==> src/common/mem_cfg_pkg.sv <==
// Local memory configuration constants
// Default bank count and Avalon-MM widths for the memory banks,
// plus the depth of the read-data return pipeline

package mem_cfg_pkg;

   // ========================================
   // Bank organisation
   // ========================================

   // Number of local memory banks behind the shell
   localparam int unsigned NUM_BANKS = 4;

   // ========================================
   // Avalon-MM widths
   // ========================================

   // Word address, reduced for simulation
   localparam int unsigned ADDR_WIDTH       = 16;
   localparam int unsigned DATA_WIDTH       = 64;
   // Bits covered by one byteenable bit
   localparam int unsigned SYMBOL_WIDTH     = 8;
   localparam int unsigned BURSTCOUNT_WIDTH = 7;

   // Register stages on the read-data return path
   localparam int unsigned READDATA_PIPE_DEPTH = 2;

endpackage

==> src/common/reset_cfg_pkg.sv <==
// Bank reset generation constants
// Synchronizer length, extra register stages and the resulting latency

package reset_cfg_pkg;

   // Flops in the release synchronizer
   localparam int unsigned SYNC_CHAIN_LENGTH = 2;

   // Register stages after the synchronizer, for fan-out timing
   localparam int unsigned RESET_EXTRA_STAGES = 1;

   // Clock edges from rst_n release to bank reset release
   localparam int unsigned RESET_LATENCY = SYNC_CHAIN_LENGTH + RESET_EXTRA_STAGES;

endpackage

==> src/hdl/reset_resync.sv <==
// Reset release synchronizer
// Asserts asynchronously on rst_n and releases after LENGTH clock edges

`timescale 1ns/1ns

module reset_resync
#(
   parameter int LENGTH = reset_cfg_pkg::SYNC_CHAIN_LENGTH
)
(
   input  logic Clk_100,
   input  logic rst_n,
   output logic reset_sync
);

   logic [LENGTH-1:0] sync_chain;

   // Chain presets to one and shifts in zero once rst_n is released
   always_ff @(posedge Clk_100 or negedge rst_n)
   begin
      if (!rst_n)
      begin
         sync_chain <= '1;
      end
      else
      begin
         sync_chain[0] <= 1'b0;
         for (int i = 1; i < LENGTH; i++)
         begin
            sync_chain[i] <= sync_chain[i-1];
         end
      end
   end

   assign reset_sync = sync_chain[LENGTH-1];

   // A low rst_n keeps the synchronized reset active through the next edge
   a_reset_held: assert property (@(posedge Clk_100) !rst_n |=> reset_sync);

endmodule

==> src/local_mem/avmm_pipe_bridge.sv <==
// Avalon-MM pipeline bridge between the user side (s0) and memory side (m0)
// Registered command stage, one command deep under back-pressure
// Fixed depth read-data return pipeline

`timescale 1ns/1ns

module avmm_pipe_bridge
#(
   parameter int DATA_WIDTH          = 64,
   parameter int ADDR_WIDTH          = 16,
   parameter int BURSTCOUNT_WIDTH    = 7,
   parameter int READDATA_PIPE_DEPTH = 2,
   localparam int BE_WIDTH           = DATA_WIDTH / mem_cfg_pkg::SYMBOL_WIDTH
)
(
   input  logic                        Clk_100,
   // Active-high bank reset
   input  logic                        reset,

   // User side
   output logic                        s0_waitrequest,
   output logic [DATA_WIDTH-1:0]       s0_readdata,
   output logic                        s0_readdatavalid,
   input  logic [BURSTCOUNT_WIDTH-1:0] s0_burstcount,
   input  logic [DATA_WIDTH-1:0]       s0_writedata,
   input  logic [ADDR_WIDTH-1:0]       s0_address,
   input  logic                        s0_write,
   input  logic                        s0_read,
   input  logic [BE_WIDTH-1:0]         s0_byteenable,

   // Memory controller side
   input  logic                        m0_waitrequest,
   input  logic [DATA_WIDTH-1:0]       m0_readdata,
   input  logic                        m0_readdatavalid,
   output logic [BURSTCOUNT_WIDTH-1:0] m0_burstcount,
   output logic [DATA_WIDTH-1:0]       m0_writedata,
   output logic [ADDR_WIDTH-1:0]       m0_address,
   output logic                        m0_write,
   output logic                        m0_read,
   output logic [BE_WIDTH-1:0]         m0_byteenable
);

   // ========================================
   // Command stage
   // ========================================

   logic                        cmd_read;
   logic                        cmd_write;
   logic [ADDR_WIDTH-1:0]       cmd_address;
   logic [DATA_WIDTH-1:0]       cmd_writedata;
   logic [BURSTCOUNT_WIDTH-1:0] cmd_burstcount;
   logic [BE_WIDTH-1:0]         cmd_byteenable;

   // Stall only when a command is held and memory is not taking it
   assign s0_waitrequest = (cmd_read | cmd_write) & m0_waitrequest;

   always_ff @(posedge Clk_100 or posedge reset)
   begin
      if (reset)
      begin
         cmd_read  <= 1'b0;
         cmd_write <= 1'b0;
      end
      else if (!s0_waitrequest)
      begin
         cmd_read  <= s0_read;
         cmd_write <= s0_write;
      end
   end

   // Payload follows the same load enable
   always_ff @(posedge Clk_100)
   begin
      if (!s0_waitrequest)
      begin
         cmd_address    <= s0_address;
         cmd_writedata  <= s0_writedata;
         cmd_burstcount <= s0_burstcount;
         cmd_byteenable <= s0_byteenable;
      end
   end

   assign m0_read       = cmd_read;
   assign m0_write      = cmd_write;
   assign m0_address    = cmd_address;
   assign m0_writedata  = cmd_writedata;
   assign m0_burstcount = cmd_burstcount;
   assign m0_byteenable = cmd_byteenable;

   // ========================================
   // Read-data return pipe
   // ========================================

   logic [READDATA_PIPE_DEPTH-1:0] rdv_pipe;
   logic [DATA_WIDTH-1:0]          rdata_pipe [READDATA_PIPE_DEPTH];

   always_ff @(posedge Clk_100 or posedge reset)
   begin
      if (reset)
      begin
         rdv_pipe <= '0;
      end
      else
      begin
         rdv_pipe[0] <= m0_readdatavalid;
         for (int i = 1; i < READDATA_PIPE_DEPTH; i++)
         begin
            rdv_pipe[i] <= rdv_pipe[i-1];
         end
      end
   end

   always_ff @(posedge Clk_100)
   begin
      rdata_pipe[0] <= m0_readdata;
      for (int i = 1; i < READDATA_PIPE_DEPTH; i++)
      begin
         rdata_pipe[i] <= rdata_pipe[i-1];
      end
   end

   assign s0_readdatavalid = rdv_pipe[READDATA_PIPE_DEPTH-1];
   assign s0_readdata      = rdata_pipe[READDATA_PIPE_DEPTH-1];

   // User side must never issue read and write in one command
   a_no_rd_wr: assert property (@(posedge Clk_100) disable iff (reset)
      !(m0_read && m0_write));

   // Held command stays put until memory accepts it
   a_cmd_stable: assert property (@(posedge Clk_100) disable iff (reset)
      (m0_read || m0_write) && m0_waitrequest |=>
         $stable({m0_read, m0_write, m0_address, m0_writedata,
                  m0_burstcount, m0_byteenable}));

endmodule

==> src/local_mem/local_mem_bank.sv <==
// One local memory bank path
// Bank reset generation and the Avalon-MM pipeline bridge

`timescale 1ns/1ns

module local_mem_bank
#(
   parameter int DATA_WIDTH          = 64,
   parameter int ADDR_WIDTH          = 16,
   parameter int BURSTCOUNT_WIDTH    = 7,
   parameter int READDATA_PIPE_DEPTH = 2,
   localparam int BE_WIDTH           = DATA_WIDTH / mem_cfg_pkg::SYMBOL_WIDTH
)
(
   input  logic                        Clk_100,
   input  logic                        rst_n,
   output logic                        bank_reset,

   output logic                        s0_waitrequest,
   output logic [DATA_WIDTH-1:0]       s0_readdata,
   output logic                        s0_readdatavalid,
   input  logic [BURSTCOUNT_WIDTH-1:0] s0_burstcount,
   input  logic [DATA_WIDTH-1:0]       s0_writedata,
   input  logic [ADDR_WIDTH-1:0]       s0_address,
   input  logic                        s0_write,
   input  logic                        s0_read,
   input  logic [BE_WIDTH-1:0]         s0_byteenable,

   input  logic                        m0_waitrequest,
   input  logic [DATA_WIDTH-1:0]       m0_readdata,
   input  logic                        m0_readdatavalid,
   output logic [BURSTCOUNT_WIDTH-1:0] m0_burstcount,
   output logic [DATA_WIDTH-1:0]       m0_writedata,
   output logic [ADDR_WIDTH-1:0]       m0_address,
   output logic                        m0_write,
   output logic                        m0_read,
   output logic [BE_WIDTH-1:0]         m0_byteenable
);

   localparam int EXTRA = reset_cfg_pkg::RESET_EXTRA_STAGES;

   logic             reset_sync;
   logic [EXTRA-1:0] reset_stage;

   reset_resync
   #(
      .LENGTH (reset_cfg_pkg::SYNC_CHAIN_LENGTH)
   )
   reset_resync_i
   (
      .Clk_100    (Clk_100),
      .rst_n      (rst_n),
      .reset_sync (reset_sync)
   );

   // Extra stages still assert with rst_n so the bank reset is never late to assert
   always_ff @(posedge Clk_100 or negedge rst_n)
   begin
      if (!rst_n)
      begin
         reset_stage <= '1;
      end
      else
      begin
         reset_stage[0] <= reset_sync;
         for (int i = 1; i < EXTRA; i++)
         begin
            reset_stage[i] <= reset_stage[i-1];
         end
      end
   end

   assign bank_reset = reset_stage[EXTRA-1];

   avmm_pipe_bridge
   #(
      .DATA_WIDTH          (DATA_WIDTH),
      .ADDR_WIDTH          (ADDR_WIDTH),
      .BURSTCOUNT_WIDTH    (BURSTCOUNT_WIDTH),
      .READDATA_PIPE_DEPTH (READDATA_PIPE_DEPTH)
   )
   bridge_i
   (
      .Clk_100          (Clk_100),
      .reset            (bank_reset),
      .s0_waitrequest   (s0_waitrequest),
      .s0_readdata      (s0_readdata),
      .s0_readdatavalid (s0_readdatavalid),
      .s0_burstcount    (s0_burstcount),
      .s0_writedata     (s0_writedata),
      .s0_address       (s0_address),
      .s0_write         (s0_write),
      .s0_read          (s0_read),
      .s0_byteenable    (s0_byteenable),
      .m0_waitrequest   (m0_waitrequest),
      .m0_readdata      (m0_readdata),
      .m0_readdatavalid (m0_readdatavalid),
      .m0_burstcount    (m0_burstcount),
      .m0_writedata     (m0_writedata),
      .m0_address       (m0_address),
      .m0_write         (m0_write),
      .m0_read          (m0_read),
      .m0_byteenable    (m0_byteenable)
   );

endmodule

==> src/hdl/green_shell_top.sv <==
// Local memory shell top level
// One bank path per memory bank, all on Clk_100

`timescale 1ns/1ns

module green_shell_top
#(
   parameter int NUM_BANKS           = mem_cfg_pkg::NUM_BANKS,
   parameter int DATA_WIDTH          = mem_cfg_pkg::DATA_WIDTH,
   parameter int ADDR_WIDTH          = mem_cfg_pkg::ADDR_WIDTH,
   parameter int BURSTCOUNT_WIDTH    = mem_cfg_pkg::BURSTCOUNT_WIDTH,
   parameter int READDATA_PIPE_DEPTH = mem_cfg_pkg::READDATA_PIPE_DEPTH,
   localparam int BE_WIDTH           = DATA_WIDTH / mem_cfg_pkg::SYMBOL_WIDTH
)
(
   input  logic                                       Clk_100,
   input  logic                                       rst_n,
   output logic [NUM_BANKS-1:0]                       bank_reset,

   // User side, indexed by bank
   output logic [NUM_BANKS-1:0]                       s0_waitrequest,
   output logic [NUM_BANKS-1:0][DATA_WIDTH-1:0]       s0_readdata,
   output logic [NUM_BANKS-1:0]                       s0_readdatavalid,
   input  logic [NUM_BANKS-1:0][BURSTCOUNT_WIDTH-1:0] s0_burstcount,
   input  logic [NUM_BANKS-1:0][DATA_WIDTH-1:0]       s0_writedata,
   input  logic [NUM_BANKS-1:0][ADDR_WIDTH-1:0]       s0_address,
   input  logic [NUM_BANKS-1:0]                       s0_write,
   input  logic [NUM_BANKS-1:0]                       s0_read,
   input  logic [NUM_BANKS-1:0][BE_WIDTH-1:0]         s0_byteenable,

   // Memory controller side, indexed by bank
   input  logic [NUM_BANKS-1:0]                       m0_waitrequest,
   input  logic [NUM_BANKS-1:0][DATA_WIDTH-1:0]       m0_readdata,
   input  logic [NUM_BANKS-1:0]                       m0_readdatavalid,
   output logic [NUM_BANKS-1:0][BURSTCOUNT_WIDTH-1:0] m0_burstcount,
   output logic [NUM_BANKS-1:0][DATA_WIDTH-1:0]       m0_writedata,
   output logic [NUM_BANKS-1:0][ADDR_WIDTH-1:0]       m0_address,
   output logic [NUM_BANKS-1:0]                       m0_write,
   output logic [NUM_BANKS-1:0]                       m0_read,
   output logic [NUM_BANKS-1:0][BE_WIDTH-1:0]         m0_byteenable
);

   // ========================================
   // Bank paths
   // ========================================

   for (genvar b = 0; b < NUM_BANKS; b++)
   begin : g_bank
      local_mem_bank
      #(
         .DATA_WIDTH          (DATA_WIDTH),
         .ADDR_WIDTH          (ADDR_WIDTH),
         .BURSTCOUNT_WIDTH    (BURSTCOUNT_WIDTH),
         .READDATA_PIPE_DEPTH (READDATA_PIPE_DEPTH)
      )
      bank_i
      (
         .Clk_100          (Clk_100),
         .rst_n            (rst_n),
         .bank_reset       (bank_reset[b]),
         .s0_waitrequest   (s0_waitrequest[b]),
         .s0_readdata      (s0_readdata[b]),
         .s0_readdatavalid (s0_readdatavalid[b]),
         .s0_burstcount    (s0_burstcount[b]),
         .s0_writedata     (s0_writedata[b]),
         .s0_address       (s0_address[b]),
         .s0_write         (s0_write[b]),
         .s0_read          (s0_read[b]),
         .s0_byteenable    (s0_byteenable[b]),
         .m0_waitrequest   (m0_waitrequest[b]),
         .m0_readdata      (m0_readdata[b]),
         .m0_readdatavalid (m0_readdatavalid[b]),
         .m0_burstcount    (m0_burstcount[b]),
         .m0_writedata     (m0_writedata[b]),
         .m0_address       (m0_address[b]),
         .m0_write         (m0_write[b]),
         .m0_read          (m0_read[b]),
         .m0_byteenable    (m0_byteenable[b])
      );
   end

endmodule

==> config.mk <==
export PLATFORM = sky130hd
export DESIGN_NAME = green_shell_top
export DESIGN_NICKNAME = d
export VERILOG_FILES = /design/src/common/mem_cfg_pkg.sv /design/src/common/reset_cfg_pkg.sv /design/src/hdl/reset_resync.sv /design/src/local_mem/avmm_pipe_bridge.sv /design/src/local_mem/local_mem_bank.sv /design/src/hdl/green_shell_top.sv
export SDC_FILE = /design/constraint.sdc
export NUM_CORES = 1
export LEC_CHECK = 0
export BUFFER_PORTS_ARGS = -buffer_cell sky130_fd_sc_hd__buf_4
export CORE_AREA = 3 3 512 514
export CTS_BUF_LIST = sky130_fd_sc_hd__clkbuf_16
export DETAILED_ROUTE_END_ITERATION = 6
export DIE_AREA = 0 0 515 517
export PLACE_DENSITY_LB_ADDON = 0.2
export SYNTH_ARGS = -nofsm -noshare
export SYNTH_HDL_FRONTEND = slang
export SYNTH_SLANG_ARGS = --single-unit
==> constraint.sdc <==
create_clock -name Clk_100 -period 6.9 [get_ports Clk_100]
set_clock_uncertainty 0.2 [all_clocks]
set_input_delay 0.345 -clock Clk_100 [delete_from_list [all_inputs] [get_ports Clk_100]]
set_output_delay 0.345 -clock Clk_100 [all_outputs]
set_load 0.03 [all_outputs]
==> impl_metrics.tcl <==
set metrics [dict create \
    status "finished, violations left" \
    violations "antenna violations" \
    vdd_drop_max_mv 0.183 \
    fin_area_mm2 0.0491 \
    htree_num_levels 3 \
    port_buffers 1309 \
    hpwlAfterDp_mm 128 \
    yosysMostFrequentCell "dfxtp_1" \
    synth_cell_types 10 \
    place.gp.congestion 0.833 \
    hold_path_end "g_bank[2].bank_i.bridge_i.m0_address[1]" \
    clockRootBuffer "clkbuf_16" \
    end_kind "output pin" \
    powerDensity_mw_per_mm2 287 \
    fmax_mhz 274 \
    grt_usage_pct 10.9 \
    drt_wl_total_mm 153 \
    yosysTopAreaCellShare_pct 46.9 \
    grt_antenna_before_repair 174 \
    clock_path_buffers 3 \
    dieArea_mm2 0.266 \
    timing.rr.end "g_bank[1].bank_i.bridge_i.m0_address[11]" \
    synthArstFlopShare_pct 2.09 \
    syn_avg_cell_area_um2 20.1 \
    hold_path.class "in2reg" \
    fp-row-count 186 \
    syn_area_mm2 0.0244 \
    firstDrtPassIters 4 \
    start_util_pct 9.46 \
    die_h_um 517 \
    placed_cells 5637 \
    relSlewSlack_pct 27.7 \
    ios 1310 \
    yosys_warnings 0 \
    grt_pass1_vias 19500 \
    yosysSeqAreaShare_pct 90.9 \
    clock-sinks 911 \
    hold_viol 0 \
    critPathLaunchType "register" \
    wire_per_inst_um 22.6 \
    slew_violations 0 \
    synth_flop_cell "dfxtp_1" \
    synthTopCellsByCount "dfxtp_1 (512), edfxtp_1 (380), buf_4 (276)" \
    num_vias 18300 \
    drv_cap 0 \
    ff2ff_setup_slack_ps 3890 \
    fp.dieW_um 515 \
    syn-instance-count 1213 \
    drive_gt1_share_pct 44.6 \
    rsz0062_at_grt "no" \
    cp_max_fo 44 \
    stdcell_count 6772 \
    drtIter0Drc 729 \
    core_region_area_mm2 0.257 \
    synth.area.top_cells "edfxtp_1 (47%), dfxtp_1 (42%), buf_4 (8.5%), dfrtp_1 (1.6%), dfstp_2 (0.32%)" \
    drc 0 \
    syn_nets 1867 \
    cts_buffers 114 \
    timing.rr.start "g_bank[1].bank_i.bridge_i.m0_write" \
    clk_latency_ps 730 \
    worst-r2r-cell-count 3 \
    placed_area_mm2 0.0365 \
    grt_pass1_wl_mm 191 \
    hp-start "m0_waitrequest[2]" \
    tightestPinTransition_ps 1080 \
    cp.arrival_ps 3100 \
    ys_ff_latch 911 \
    criticalPathCategory "reg2out" \
    post-route-period-util_pct 52.8 \
    synth_top_area_cell "edfxtp_1" \
    synth-edff-count 380 \
    grt_start_max_net_pins 97 \
    fin_tns_setup_ps 0 \
    overflow 0 \
    p_leak_nw 20.4 \
    whs_path_depth 3 \
    syn_to_final_growth_pct 102 \
    setup_viol 0 \
    num-nets-final 3910 \
    cts_tree "yes" \
    finalCriticalPeriod_ps 3640 \
    critical_path_required_ps 6360 \
    viasPerCell 2.71 \
    clk_pin_slew_worst_paths_ps 60 \
    ant_nets 1 \
]
-- routing by layer --
metal / wire length, um / vias up / share of wire (%) / global-route usage (%)
met4: 4010 / 70 / 2.6 / 2.92
met1: 58300 / 8628 / 38 / 12.3
met2: 72100 / 1239 / 47 / 18.4
li1: - / 8043 / - / -
met5: 477 / - / 0.31 / 0
met3: 18200 / 360 / 12 / 5.26
-- how the worst max path moves through the flow --
stage	depth (start not counted)	to	startpoint
after floorplan	3	s0_waitrequest[0]	g_bank[0].bank_i.bridge_i.m0_write
after global placement	3	g_bank[1].bank_i.bridge_i.m0_writedata[54]	g_bank[1].bank_i.bridge_i.m0_write
after detailed placement	3	g_bank[1].bank_i.bridge_i.m0_writedata[51]	g_bank[1].bank_i.bridge_i.m0_write
after CTS	4	s0_waitrequest[1]	g_bank[1].bank_i.bridge_i.m0_write
after global routing	4	s0_waitrequest[1]	g_bank[1].bank_i.bridge_i.m0_write
final	4	s0_waitrequest[1]	g_bank[1].bank_i.bridge_i.m0_write
-- cells in the final DEF, fill, tap and decap left out --
cell type / n
inv_2: 5
inv_1: 28
edfxtp_1: 380
dlygate4sd3_1: 887
clkbuf_16: 118
buf_12: 1
clkinv_2: 14
dfxtp_1: 512
o21ai_4: 4
diode_2: 35
buf_4: 1315
clkinv_4: 7
conb_1: 1
clkinv_1: 17
inv_16: 1
nand2_1: 8
dfstp_2: 3
inv_8: 3
bufinv_16: 7
clkinvlp_4: 9
inv_6: 6
clkinv_16: 3
dfrtp_1: 16
a22o_1: 8
-- flip-flops by register name (all words and copies together) (netlist names) --
name / cells
g_bank.bank_i.bridge_i.m0_writedata: 256
g_bank.bank_i.bridge_i.rdv_pipe: 8
g_bank.bank_i.bridge_i.rdata_pipe: 512
g_bank.bank_i.bridge_i.m0_byteenable: 32
g_bank.bank_i.bridge_i.m0_read: 4
g_bank.bank_i.bank_reset: 1
g_bank.bank_i.bridge_i.m0_address: 64
g_bank.bank_i.reset_resync_i.sync_chain: 2
g_bank.bank_i.bridge_i.m0_burstcount: 28
g_bank.bank_i.bridge_i.m0_write: 4
-- worst max-delay path, stage by stage, from the launching register on --
cell and delay [ps]:
dfrtp_1 440, o21ai_4 870, buf_4 670, inv_1 120, buf_4 200
-- cells by family (layout without fill, tap and decap cells) --
kind of cell	after synthesis	after routing	synth area share, %
and+or+nand+nor	8	8	0.123
buffers and inverters	281	2421	8.58
AOI/OAI and AO/OA	12	12	0.370
other	1	36	0.0154
DFF	911	911	90.9
-- stage by stage --
| stage | hold slack [ps] | util (%) | total power, mW | worst slack, ps |
|---|---|---|---|---|
| final | 50.6 | 19.1 | 14.1 | 3260 |
| after global routing | 20.8 | 19.1 | 14.7 | 2970 |
| after CTS | 0.277 | 19.1 | 14.5 | 3060 |
| after detailed placement | 102 | 14.2 | 7.82 | 3860 |
| after global placement | 100 | 14.2 | 7.82 | 3920 |
| after floorplan | -2.84 | - | 6.97 | 1250 |
-- cell type report --
type                            instances  area (um^2)
Tap cell                             3384         4230
Multi-Input combinational cell         21          169
Fill cell                           28000       208000
Clock inverter                         95          774
Clock buffer                          118         2950
Sequential cell                       911        22100
Timing Repair Buffer                 2203        18800
Antenna cell                           35         87.6
Inverter                                5         18.8
-- repair_timing --
item | CTS | global route
hold endpoints to repair | 692 | 0
setup buffers | 0 | 0
gates resized for setup | 0 | 0
hold buffers | 887 | 0
-- where the power goes --
part           internal [mW]  switching, mW
combinational          0.895           1.10
sequential              6.01          0.136
clock                   3.38           2.58
No activity file was read; power rests on OpenSTA's default activity.
